**config.mk**
```make
export PLATFORM = sky130hd
export DESIGN_NAME = precision_mac_top
export DESIGN_NICKNAME = d
export VERILOG_FILES = /design/src/hw/mac_pkg.sv /design/src/hw/b_operand_buffer.sv /design/src/hw/mac_step_sequencer.sv /design/src/hw/precision_mac_top.sv /design/src/hw/shift_accumulator.sv
export VERILOG_INCLUDE_DIRS = /design/src /design/src/hw
export SDC_FILE = /design/constraint.sdc
export NUM_CORES = 1
export LEC_CHECK = 0
export BUFFER_PORTS_ARGS = -buffer_cell sky130_fd_sc_hd__buf_2
export CAP_MARGIN = 10
export CORE_MARGIN = 2
export CORE_UTILIZATION = 55
export DETAILED_ROUTE_END_ITERATION = 16
export PLACE_DENSITY = 0.76
export REMOVE_ABC_BUFFERS = 1
export SYNTH_ARGS = -nofsm -noshare
export SYNTH_HDL_FRONTEND = slang
export SYNTH_HIERARCHICAL = 1
export SYNTH_SLANG_ARGS = --single-unit
```
**constraint.sdc**
```tcl
create_clock -name clk -period 6.1 [get_ports clk]
set_input_delay 0.61 -clock clk [delete_from_list [all_inputs] [get_ports clk]]
set_output_delay 0.61 -clock clk [all_outputs]
set_load 0.005 [all_outputs]
```
**src/hw/mac_settings.svh**
```systemverilog
`ifndef MAC_SETTINGS_SVH
`define MAC_SETTINGS_SVH

// width W of one multiplier lane, operands are 2W bits wide
`define MAC_LANE_W 4

// number of words in the B operand buffer
`define MAC_B_DEPTH 4

// number of steps in the program memory
`define MAC_STEP_DEPTH 4

`define MAC_ACC_W 20 // 2W of product plus the largest shift of 3W

// step limit, four 7-bit step words, base limit and base step
`define MAC_CONFIG_LEN 34

`endif

```
**src/hw/mac_pkg.sv**
```systemverilog
`default_nettype none

package mac_pkg;

	`include "mac_settings.svh"

	// the product is shifted left by the mode value times W
	typedef enum logic [1:0] {
		SHIFT_0  = 2'd0,
		SHIFT_W  = 2'd1,
		SHIFT_2W = 2'd2,
		SHIFT_3W = 2'd3
	} shift_mode_e;

	typedef struct packed {
		logic                             a_s;        // 0 takes the low half of A
		logic                             b_s;
		logic [$clog2(`MAC_B_DEPTH)-1:0]  b_addr_inc; // offset on top of the base address
		shift_mode_e                      shift_mode;
		logic                             acc_mode;   // 0 loads, 1 accumulates
	} step_ctrl_t;

	typedef struct packed {
		logic [`MAC_LANE_W-1:0] hi;
		logic [`MAC_LANE_W-1:0] lo;
	} b_halves_t;

	// written whole, read back one lane at a time
	typedef union packed {
		logic [2*`MAC_LANE_W-1:0] full;
		b_halves_t                halves;
	} b_word_u;

endpackage

`default_nettype wire

```
**src/hw/b_operand_buffer.sv**
```systemverilog
`default_nettype none

`include "mac_settings.svh"

module b_operand_buffer
	import mac_pkg::*;
(
	input  logic                            clk,
	input  logic                            b_wr_en,
	input  logic [$clog2(`MAC_B_DEPTH)-1:0] b_wr_addr,
	input  logic [2*`MAC_LANE_W-1:0]        b_wr_data,
	input  logic [$clog2(`MAC_B_DEPTH)-1:0] b_addr,
	output b_word_u                         b_word
);

	localparam int DEPTH = `MAC_B_DEPTH;

	b_word_u mem [DEPTH];

	always_ff @(posedge clk) begin
		if (b_wr_en) begin
			mem[b_wr_addr].full <= b_wr_data;
		end
	end

	// a read in the write cycle still returns the old word
	assign b_word = mem[b_addr];

	a_wr_addr_known: assert property (
		@(posedge clk) b_wr_en |-> !$isunknown(b_wr_addr)
	) else $error("buffer write with an unknown address");

endmodule

`default_nettype wire

```
**src/hw/mac_step_sequencer.sv**
```systemverilog
`default_nettype none

`include "mac_settings.svh"

module mac_step_sequencer
	import mac_pkg::*;
(
	input  logic                            clk,
	input  logic                            reset,
	input  logic                            hp_en,
	input  logic                            config_en,
	input  logic                            config_in,
	output logic                            config_out,
	output step_ctrl_t                      step_ctrl,
	output logic [$clog2(`MAC_B_DEPTH)-1:0] b_addr
);

	localparam int CFG_LEN  = `MAC_CONFIG_LEN;
	localparam int STEP_D   = `MAC_STEP_DEPTH;
	localparam int STEP_AW  = $clog2(STEP_D);
	localparam int B_AW     = $clog2(`MAC_B_DEPTH);
	localparam int STEP_W   = $bits(step_ctrl_t);
	localparam int WORDS_LO = STEP_AW;
	localparam int WORDS_HI = WORDS_LO + STEP_D * STEP_W - 1;
	localparam int BLIM_LO  = WORDS_HI + 1;
	localparam int BSTEP_LO = BLIM_LO + B_AW;

	logic [CFG_LEN-1:0]   cfg_chain;
	logic [STEP_AW-1:0]   step_limit;
	step_ctrl_t [STEP_D-1:0] step_words;
	logic [B_AW-1:0]      base_limit;
	logic [B_AW-1:0]      base_step;

	logic [STEP_AW-1:0]   step_cnt;
	logic [B_AW-1:0]      b_base;
	logic [B_AW:0]        base_sum;
	logic                 pass_done;

	// config_in lands in the step limit and moves towards config_out
	always_ff @(posedge clk) begin
		if (config_en) begin
			cfg_chain <= {cfg_chain[CFG_LEN-2:0], config_in};
		end
	end

	assign config_out = cfg_chain[CFG_LEN-1];

	assign step_limit = cfg_chain[STEP_AW-1:0];
	assign base_limit = cfg_chain[BLIM_LO+B_AW-1:BLIM_LO];
	assign base_step  = cfg_chain[BSTEP_LO+B_AW-1:BSTEP_LO];

	// word 0 sits next to the step limit and each word enters at a_s and leaves at acc_mode
	always_comb begin
		for (int i = 0; i < STEP_D; i++) begin
			for (int j = 0; j < STEP_W; j++) begin
				step_words[i][j] = cfg_chain[WORDS_LO + i * STEP_W + STEP_W - 1 - j];
			end
		end
	end

	assign pass_done = (step_cnt == step_limit);
	assign base_sum  = {1'b0, b_base} + {1'b0, base_step}; // one extra bit to see a pass of the limit

	always_ff @(posedge clk) begin
		if (reset) begin
			step_cnt <= '0;
			b_base   <= '0;
		end else if (hp_en) begin
			if (pass_done) begin
				step_cnt <= '0;
				if (base_sum > {1'b0, base_limit}) begin
					b_base <= '0;
				end else begin
					b_base <= base_sum[B_AW-1:0];
				end
			end else begin
				step_cnt <= step_cnt + 1'b1;
			end
		end
	end

	assign step_ctrl = step_words[step_cnt];
	assign b_addr    = b_base + step_ctrl.b_addr_inc; // wraps modulo the buffer depth

	// the counter stays inside the loaded program whenever it steps
	a_step_cnt_in_range: assert property (
		@(posedge clk) disable iff (reset)
		hp_en |-> (step_cnt <= step_limit)
	) else $error("step counter ran past the step limit");

endmodule

`default_nettype wire

```
**src/hw/precision_mac_top.sv**
```systemverilog
`default_nettype none

`include "mac_settings.svh"

module precision_mac_top
	import mac_pkg::*;
(
	input  logic                            clk,
	input  logic                            reset,
	input  logic                            hp_en,
	input  logic                            config_en,
	input  logic                            config_in,
	input  logic                            b_wr_en,
	input  logic [$clog2(`MAC_B_DEPTH)-1:0] b_wr_addr,
	input  logic [2*`MAC_LANE_W-1:0]        b_wr_data,
	input  logic [2*`MAC_LANE_W-1:0]        a_operand,
	output logic                            config_out,
	output logic [`MAC_ACC_W-1:0]           acc_value
);

	step_ctrl_t                      step_ctrl;
	logic [$clog2(`MAC_B_DEPTH)-1:0] b_addr;
	b_word_u                         b_word;

	mac_step_sequencer u_sequencer (
		.clk        (clk),
		.reset      (reset),
		.hp_en      (hp_en),
		.config_en  (config_en),
		.config_in  (config_in),
		.config_out (config_out),
		.step_ctrl  (step_ctrl),
		.b_addr     (b_addr)
	);

	b_operand_buffer u_b_buffer (
		.clk       (clk),
		.b_wr_en   (b_wr_en),
		.b_wr_addr (b_wr_addr),
		.b_wr_data (b_wr_data),
		.b_addr    (b_addr),
		.b_word    (b_word)
	);

	shift_accumulator u_accumulator (
		.clk       (clk),
		.reset     (reset),
		.hp_en     (hp_en),
		.step_ctrl (step_ctrl),
		.a_operand (a_operand),
		.b_word    (b_word),
		.acc_value (acc_value)
	);

endmodule

`default_nettype wire

```
**src/hw/shift_accumulator.sv**
```systemverilog
`default_nettype none

`include "mac_settings.svh"

module shift_accumulator
	import mac_pkg::*;
(
	input  logic                        clk,
	input  logic                        reset,
	input  logic                        hp_en,
	input  step_ctrl_t                  step_ctrl,
	input  logic [2*`MAC_LANE_W-1:0]    a_operand,
	input  b_word_u                     b_word,
	output logic [`MAC_ACC_W-1:0]       acc_value
);

	localparam int W     = `MAC_LANE_W;
	localparam int ACC_W = `MAC_ACC_W;

	logic [W-1:0]     a_half;
	logic [W-1:0]     b_half;
	logic [2*W-1:0]   product;
	logic [ACC_W-1:0] product_ext;
	logic [ACC_W-1:0] shifted;

	assign a_half = step_ctrl.a_s ? a_operand[2*W-1:W] : a_operand[W-1:0];
	assign b_half = step_ctrl.b_s ? b_word.halves.hi : b_word.halves.lo;

	assign product     = a_half * b_half; // unsigned lanes, full 2W result
	assign product_ext = {{(ACC_W-2*W){1'b0}}, product};

	always_comb begin
		case (step_ctrl.shift_mode)
			SHIFT_0:  shifted = product_ext;
			SHIFT_W:  shifted = product_ext << W;
			SHIFT_2W: shifted = product_ext << (2 * W);
			SHIFT_3W: shifted = product_ext << (3 * W);
			default:  shifted = product_ext;
		endcase
	end

	always_ff @(posedge clk) begin
		if (reset) begin
			acc_value <= '0;
		end else if (hp_en) begin
			if (step_ctrl.acc_mode) begin
				acc_value <= acc_value + shifted;
			end else begin
				acc_value <= shifted; // first step of a pass starts fresh
			end
		end
	end

	// the configuration chain has to be filled before the tile runs
	a_step_ctrl_known: assert property (
		@(posedge clk) disable iff (reset)
		hp_en |-> !$isunknown(step_ctrl)
	) else $error("step control unknown while hp_en is high");

endmodule

`default_nettype wire

```
Word-level counts from Yosys, hierarchy flattened

Memories as Yosys holds them, arrays and structs flattened.
Cells that the tools add are included.
W data, S select, Z words.

Flip-flop bits (word level): 58
RAM bits: 32
Input bits: 24
Word-level logic and storage cells: 28
Memories kept: 1

Add/sub/neg operators: 4
Muxes and demuxes: 10
Reductions and logical operators: 2
Magnitude comparators: 2
Multiply operators: 1
Equal/unequal tests: 4

Memories:

| name           | depth | width | read ports | clocked after Yosys merged registers in | wr ports | line                   | source |
|---|---|---|---|---|---|---|---|
| u_b_buffer.mem | 4     | 8     | 1          | 0                                       | 1        | b_operand_buffer.sv:18 | `b_word_u mem [DEPTH];` |

Operators by type and width:

| kind                  | number |
|---|---|
| $pmux W20 S4          | 1 |
| $add A20 B20 Y20      | 1 |
| $mux W20              | 1 |
| $bmux W7 S2           | 1 |
| $mul A4 B4 Y8         | 1 |
| $mux W4               | 2 |
| $mux W7               | 1 |
| $eq A2 B2 Y1 const B  | 2 |
| $mux W2               | 2 |
| $add A2 B2 Y3         | 1 |
| $gt A3 B2 Y1          | 1 |
| $lt A2 B3 Y1 const B  | 1 |
| $add A2 B1 Y2 const B | 1 |
| $add A2 B2 Y2         | 1 |
| $eq A2 B1 Y1 const B  | 1 |
| $eq A2 B2 Y1          | 1 |
| $logic_not A2 Y1      | 1 |
| $mux W1               | 2 |
| $reduce_and A2 Y1     | 1 |

Depth between registers and ports, before layout

Gate-level depths: netlist of run 1.
An unclocked memory read counts as a cell.

Word-level depth: 9
Gate-level depth with buffers: 27

Modules after synthesis

The synthesis of run 1 kept the hierarchy.

By module, submodules not included:

| module             | cells an instance | instances | area an instance (um^2) |
|---|---|---|---|
| shift_accumulator  | 355               | 1         | 2686.3 |
| mac_step_sequencer | 77                | 1         | 1531.5 |
| b_operand_buffer   | 46                | 1         | 1188.6 |

Worst setup path after synthesis of run 1

Ideal clock, no wire load.

Kind: reg-to-reg
From: reg u_sequencer.step_cnt[0]
To: reg u_accumulator.acc_value[19]
Slack: -0.482 ns
Data arrival time: 6.508 ns
Period minus slack after synthesis: 6.582 ns
Cell stages (with the launch flop): 28
Buffers on the path: 2
Cells stage by stage: dfxtp_1 -> buf_6 -> mux4_1 -> ha_1 -> xnor2_1 -> xnor2_1 -> clkbuf_2 -> mux4_2 -> mux2i_1 -> or2_2 -> fa_1 -> inv_1 -> fa_1 -> ha_1 -> a211oi_1 -> o21bai_1 -> a21oi_1 -> xor2_1 -> mux2i_1 -> and2_1 -> ha_1 -> a21o_1 -> and2_1 -> o21ai_1 -> nand2_2 -> a211oi_2 -> mux4_2 -> a31oi_1

RTL lines:

| element                | line                     | source |
|---|---|---|
| start, declared        | mac_step_sequencer.sv:34 | `logic [STEP_AW-1:0] step_cnt;` |
| start signal, assigned | mac_step_sequencer.sv:77 | `step_cnt <= step_cnt + 1'b1;` |
| end signal, assigned   | shift_accumulator.sv:47  | `acc_value <= acc_value + shifted;` |
| end signal, assigned   | shift_accumulator.sv:49  | `acc_value <= shifted;` |
| end, declared          | shift_accumulator.sv:14  | `` output logic [`MAC_ACC_W-1:0] acc_value `` |

==> impl_metrics.ini, run 1 <==
[run_status]
status = finished, violations left
violations = negative setup slack

[cells_and_area]
num_antenna_cells = 0
multi_input_area_sq_um = 3160
syn_to_final_growth_pct = 28.7
nets = 660
fillers = 665
regArea_sq_um = 2460
fin_area_sq_um = 6960
utilization = 0.722
drive_gt1_frac = 0.390

[synthesis]
yosysTopAreaCell = edfxtp_1
yosysMostFrequentCell = edfxtp_1
synth_top_cells_by_count = edfxtp_1 (66), nor2_1 (56), ha_1 (35)
async_flop_share = 0
synthXorXnorAreaFrac = 0.0259
synth_edf_count = 66
yosys.cell_types.count = 65
synth.cell_area_sq_um = 5410
synthTopCellsByArea = edfxtp_1 (37%), dfxtp_1 (8.9%), ha_1 (8.1%)
synth_compound_area_frac = 0.150
synth_cells = 478
synth-seq-area-share = 0.455
synthFlopType = edfxtp_1
synthMuxAreaShare = 0.103
synth-seq-cells = 90
yosys_warnings = 6
postSynthAreaPerCell_sq_um = 11.3
synth-simple-area-share = 0.122
synth_top_family_by_area = compound AO/OA/AOI/OAI gates
synth_fa_ha_area_frac = 0.103
synth_top_cell_area_share = 0.367

[detailed_routing]
final_antenna_net_count = 0
drc = 0
via_count = 4360
drt_iter0_drc = 239
first_pass_iters = 5
wl_per_cell_um = 18.7
post_drt_via_cell_ratio = 5.95
drt-total-wl_um = 13700

[placed_design]
io_buffer_count = 44
globalplace.congestion = 0.929
dp_hpwl_um = 9220
placed_area_sq_um = 6170

[sta]
slew_viol_final = 0
min_period_over_period = 1.04
fin_ws_ns = -0.270
worst_slew_pin_slew_ns = 0.712
grt_setup_unrepaired = true
skew_ns = 0.0167
final_hold_viol_count = 0
slew-limit-headroom = 0.525
layout_min_cycle_time_ns = 6.37
max_freq_ghz = 0.157
finalSetupViolCount = 9

[power_and_ir_drop]
p_per_area_nw_per_um2 = 383
p_leak_uw = 0.00288
vdd_ir_drop_max_mv = 0.173

[global_routing]
grt_overflow = 0
grt_pass1_wl_um = 21000
antenna_found_initial = 0
grt_pass1_vias = 4417
gr-usage-all-layers = 0.259
grt_max_degree = 40

[clock_tree]
clock-sinks = 90
clockBufferDepth = 2
clk_latency_ns = 0.36
root_buffer = clkbuf_8
cts_hold_buf = 0
cts_tree = done
path_clk_slew_ns = 0.11
htree_levels = 3
cts_made_buffers = 9

[floorplanning]
row_count = 36
fp.dieH_um = 103
pin_count = 45
initial_core_util = 0.561
coreArea_sq_um = 9640
die_area_sq_um = 10600
die_w_um = 103

[worst_setup_path]
required_ns = 6.39
cp_max_fo = 8
criticalPathCategory = reg2reg
critPathCaptureType = register
startpoint_type = register
cp.arrival_ns = 6.66

[min_path]
hold_class = in2reg

[flow_run]
max-cap-violations = 0
cell type report:
cell class,count,share of cell area
Clock inverter,7,0.0135
Tap cell,133,0.0239
Sequential cell,90,0.354
Multi-Input combinational cell,343,0.453
Inverter,25,0.0138
Timing Repair Buffer,126,0.124
Clock buffer,9,0.0178
through the flow:
step | hold WS (ns) | TNS [ns] | power, uW | setup slack [ns] | instances
detailed placement | 0.430 | -4.25 | 1910 | -0.572 | 702
global route | 0.405 | -4.03 | 2810 | -0.487 | 733
global placement | 0.420 | -2.13 | 1870 | -0.349 | 702
finish | 0.429 | -1.30 | 2660 | -0.270 | 733
floorplan | 0.417 | -6.49 | 1410 | -0.870 | 458
CTS | 0.411 | -0.652 | 2470 | -0.300 | 726
critical path, stage by stage, from the launching register on:
cell,delay (ns)
edfxtp_1,0.41
mux4_2,0.51
ha_4,0.19
xnor2_2,0.13
xnor2_1,0.17
buf_4,0.20
mux4_2,0.20
mux2i_2,0.08
or2_4,0.25
fa_1,0.54
inv_2,0.04
fa_2,0.50
inv_2,0.08
fa_2,0.23
nor2b_2,0.05
o21a_1,0.19
or3_4,0.36
a32o_2,0.30
ha_4,0.23
a21o_1,0.20
a21o_1,0.19
a31oi_4,0.18
nand2_2,0.08
a211oi_2,0.26
mux4_2,0.55
a31oi_2,0.19
final timing paths:
path | startpoint | endpoint | slack, ns | cells past startpoint
max | u_sequencer/cfg_chain[5] | u_accumulator/acc_value[19] | -0.27 | 25
min | config_in | u_sequencer/cfg_chain[0] | 0.43 | 1
max reg2reg | u_sequencer/cfg_chain[5] | u_accumulator/acc_value[19] | -0.27 | 25
min reg2reg | u_sequencer/cfg_chain[19] | u_sequencer/cfg_chain[20] | 0.45 | 0
logic make-up (layout without fill, tap and decap cells):
kind of cell / after synthesis / in the layout
adder cells (fa/ha/maj): 41 / 41
AND/OR/NAND/NOR: 138 / 138
AO/OA/AOI/OAI: 115 / 115
multiplexers: 33 / 33
buffers and inverters: 45 / 167
XOR/XNOR: 16 / 16
flip-flops: 90 / 90
metal layers:
layer | global-route usage | share of wire | up-vias
li1 | - | - | 2040
met1 | 0.320 | 0.40 | 2136
met2 | 0.456 | 0.52 | 147
met3 | 0.0400 | 0.050 | 37
met4 | 0.102 | 0.030 | 0
met5 | 0 | 0 | -
layout by cell type (no fill, tap or decap), types with 10 or more instances in the layout:
cell and n:
a211oi_1 11, a21o_1 11, a21oi_1 18, a21oi_2 10, buf_2 44, buf_4 75
dfxtp_1 24, edfxtp_1 66, ha_1 27, inv_1 22, mux2i_1 12, mux4_2 11
nand2_1 21, nor2_1 52, xnor2_1 11
state kept, by name, summed over array words and instances (netlist names):
name / cells
u_sequencer/b_base: 2
u_sequencer/step_cnt: 2
u_accumulator/acc_value: 20
u_b_buffer/mem: 32
u_sequencer/cfg_chain: 34
power by group:
part	switching, uW	internal [uW]	total (uW)
sequential	34.9	706	741
combinational	751	733	1480
clock	237	201	438
timing repair:
item	4_1_cts	5_1_grt
pin swaps	36	35
resized for setup	43	53
endpoints found under the setup margin	13	14
hold endpoints to repair	0	0
buffers inserted	8	10
gates cloned	0	0
Power figures use the tool's default switching activity.
==> inputs of run 2 (changes only) <==
Settings changed: MAX_ROUTING_LAYER set to met4.
==> run 2 against run 1 <==
  * The flow still finishes with violations (negative setup slack)
  * Count of clock-buffer cells in the layout is the same
  * Sequential power hardly changed
  * Worst setup slack got worse by 0.015 ns
  * Register-to-register slack barely moved
  * Sequential cell count stayed put
  * Sequential share of layout area hardly changed
  * Design area barely moved
  * Wire length up 0.69%
  * Final cell count fell by 0.27%
  * Clock skew rose by 0.0031 ns
  * Critical path type unchanged
  * Critical endpoint unchanged
  * Largest power group unchanged
  * Highest routed layer unchanged
==> impl_metrics.ini, run 2 (synthesized netlist as in run 1, its figures left out) <==
[run_status]
status = finished, violations left
violations = negative setup slack

[placed_design]
io_buffer_count = 44
globalplace.congestion = 0.946
placed_area_sq_um = 6170
dp_hpwl_um = 9220

[floorplanning]
coreArea_sq_um = 9640
row_count = 36
fp.dieH_um = 103
die_area_sq_um = 10600
die_w_um = 103
pin_count = 45
initial_core_util = 0.561

[global_routing]
gr-usage-all-layers = 0.267
grt_max_degree = 40
grt_pass1_vias = 4429
antenna_found_initial = 0
grt_overflow = 0
grt_pass1_wl_um = 21000

[worst_setup_path]
r2r-end = u_accumulator/acc_value[19]
cp.arrival_ns = 6.68
crit_start = u_sequencer/cfg_chain[5]
critPathCaptureType = register
reg2reg_setup_slack_ns = -0.28
reg2reg_from = u_sequencer/cfg_chain[5]
cp-endpoint = u_accumulator/acc_value[19]
criticalPathCategory = reg2reg
path_common_cell = mux4_2
cp_max_fo = 8
reg2regPathDepth = 25
slowest_stage = mux4_2
critical_path.max_stage_delay_ns = 0.55
required_ns = 6.40
startpoint_type = register

[detailed_routing]
via_count = 4379
final_antenna_net_count = 0
drt-total-wl_um = 13800
drc = 0
first_pass_iters = 5
wl_per_cell_um = 18.9
post_drt_via_cell_ratio = 5.99
drt_iter0_drc = 269

[cells_and_area]
largest_reg_flops = 34
drive_gt1_frac = 0.388
fin_area_sq_um = 6960
final_common_cell = buf_4
syn_to_final_growth_pct = 28.7
regArea_sq_um = 2460
top_register = u_sequencer/cfg_chain
mostFrequentLayoutCells = buf_4 (73), edfxtp_1 (66), nor2_1 (52), buf_2 (44), ha_1 (26)
nets = 658
reg_top3 = u_sequencer/cfg_chain: 34 flops, u_b_buffer/mem: 32 flops, u_accumulator/acc_value: 20 flops
fillers = 670
num_antenna_cells = 0
multi_input_area_sq_um = 3170

[clock_tree]
path_clk_slew_ns = 0.11
cts_made_buffers = 9
root_buffer = clkbuf_8
cts_tree = done
clockBufferDepth = 2
clk_latency_ns = 0.37
cts_hold_buf = 0
htree_levels = 3
clock-sinks = 90

[sta]
fin_ws_ns = -0.285
layout_min_cycle_time_ns = 6.38
max_freq_ghz = 0.157
finalSetupViolCount = 8
grt_setup_unrepaired = true
slew-limit-headroom = 0.523
worst_slew_pin_slew_ns = 0.715
final_hold_viol_count = 0
setup_tns_ns = -1.05
min_period_over_period = 1.05
slew_viol_final = 0
skew_ns = 0.0199

[power_and_ir_drop]
vdd_ir_drop_max_mv = 0.176
p_leak_uw = 0.00287
p_per_area_nw_per_um2 = 385

[flow_run]
max-cap-violations = 0

[min_path]
hold_class = in2reg
run 2: critical path: cells and delay by family (launching register included):
family / cells / cell delay [ns]
DFF: 1 / 0.41
adders and majority gates: 5 / 1.69
AOI/OAI and AO/OA: 7 / 1.53
xor gates and xnor gates: 2 / 0.30
and+or+nand+nor: 4 / 0.74
buffers and inverters: 3 / 0.31
muxes: 4 / 1.34
run 2: repair_timing:
action / CTS / global route
gates resized for setup: 43 / 50
endpoints found under the setup margin: 13 / 14
pin swaps: 36 / 33
setup buffers: 8 / 7
cloned: 0 / 0
run 2: final cells by class:
type	count	share of cell area
inverter	25	0.0135
multi-input combinational	343	0.456
clock buffer	9	0.0178
sequential	90	0.354
clock inverter	7	0.0135
timing repair buffer	124	0.122
tap	133	0.0239
run 2: worst min-delay path by stage:
stage                                    startpoint                   endpoint  slack (ns)  depth (start not counted)
after floorplan            u_sequencer/cfg_chain[9]  u_sequencer/cfg_chain[10]        0.42                          0
after global placement    u_sequencer/cfg_chain[12]  u_sequencer/cfg_chain[13]        0.42                          0
after detailed placement  u_sequencer/cfg_chain[12]  u_sequencer/cfg_chain[13]        0.43                          0
after CTS                                 config_in   u_sequencer/cfg_chain[0]        0.41                          1
after global routing                      config_in   u_sequencer/cfg_chain[0]        0.40                          1
final                                     config_in   u_sequencer/cfg_chain[0]        0.43                          1
run 2: per-stage QoR:
step	total power (uW)	hold WS [ns]	worst slack, ns	std cells	utilization
after detailed placement	1910	0.430	-0.572	702	0.640
final	2680	0.428	-0.285	731	0.722
after global routing	2830	0.401	-0.532	731	0.722
after global placement	1870	0.420	-0.349	702	0.640
after floorplan	1410	0.417	-0.870	458	-
after CTS	2470	0.411	-0.300	726	0.690
run 2: layer usage:
layer	global-route usage	vias to the layer above	part of all wire
met4	0.0972	0	0.026
met3	0.0420	32	0.059
li1	-	2029	-
met5	-	-	0
met1	0.319	2146	0.39
met2	0.458	172	0.52
run 2: power by group:
| part | internal, uW | leakage, uW | switching (uW) |
|---|---|---|---|
| combinational | 739 | 0.00194 | 756 |
| clock | 201 | 0.000107 | 238 |
| sequential | 706 | 0.000824 | 35.5 |
| total | 1650 | 0.00287 | 1030 |
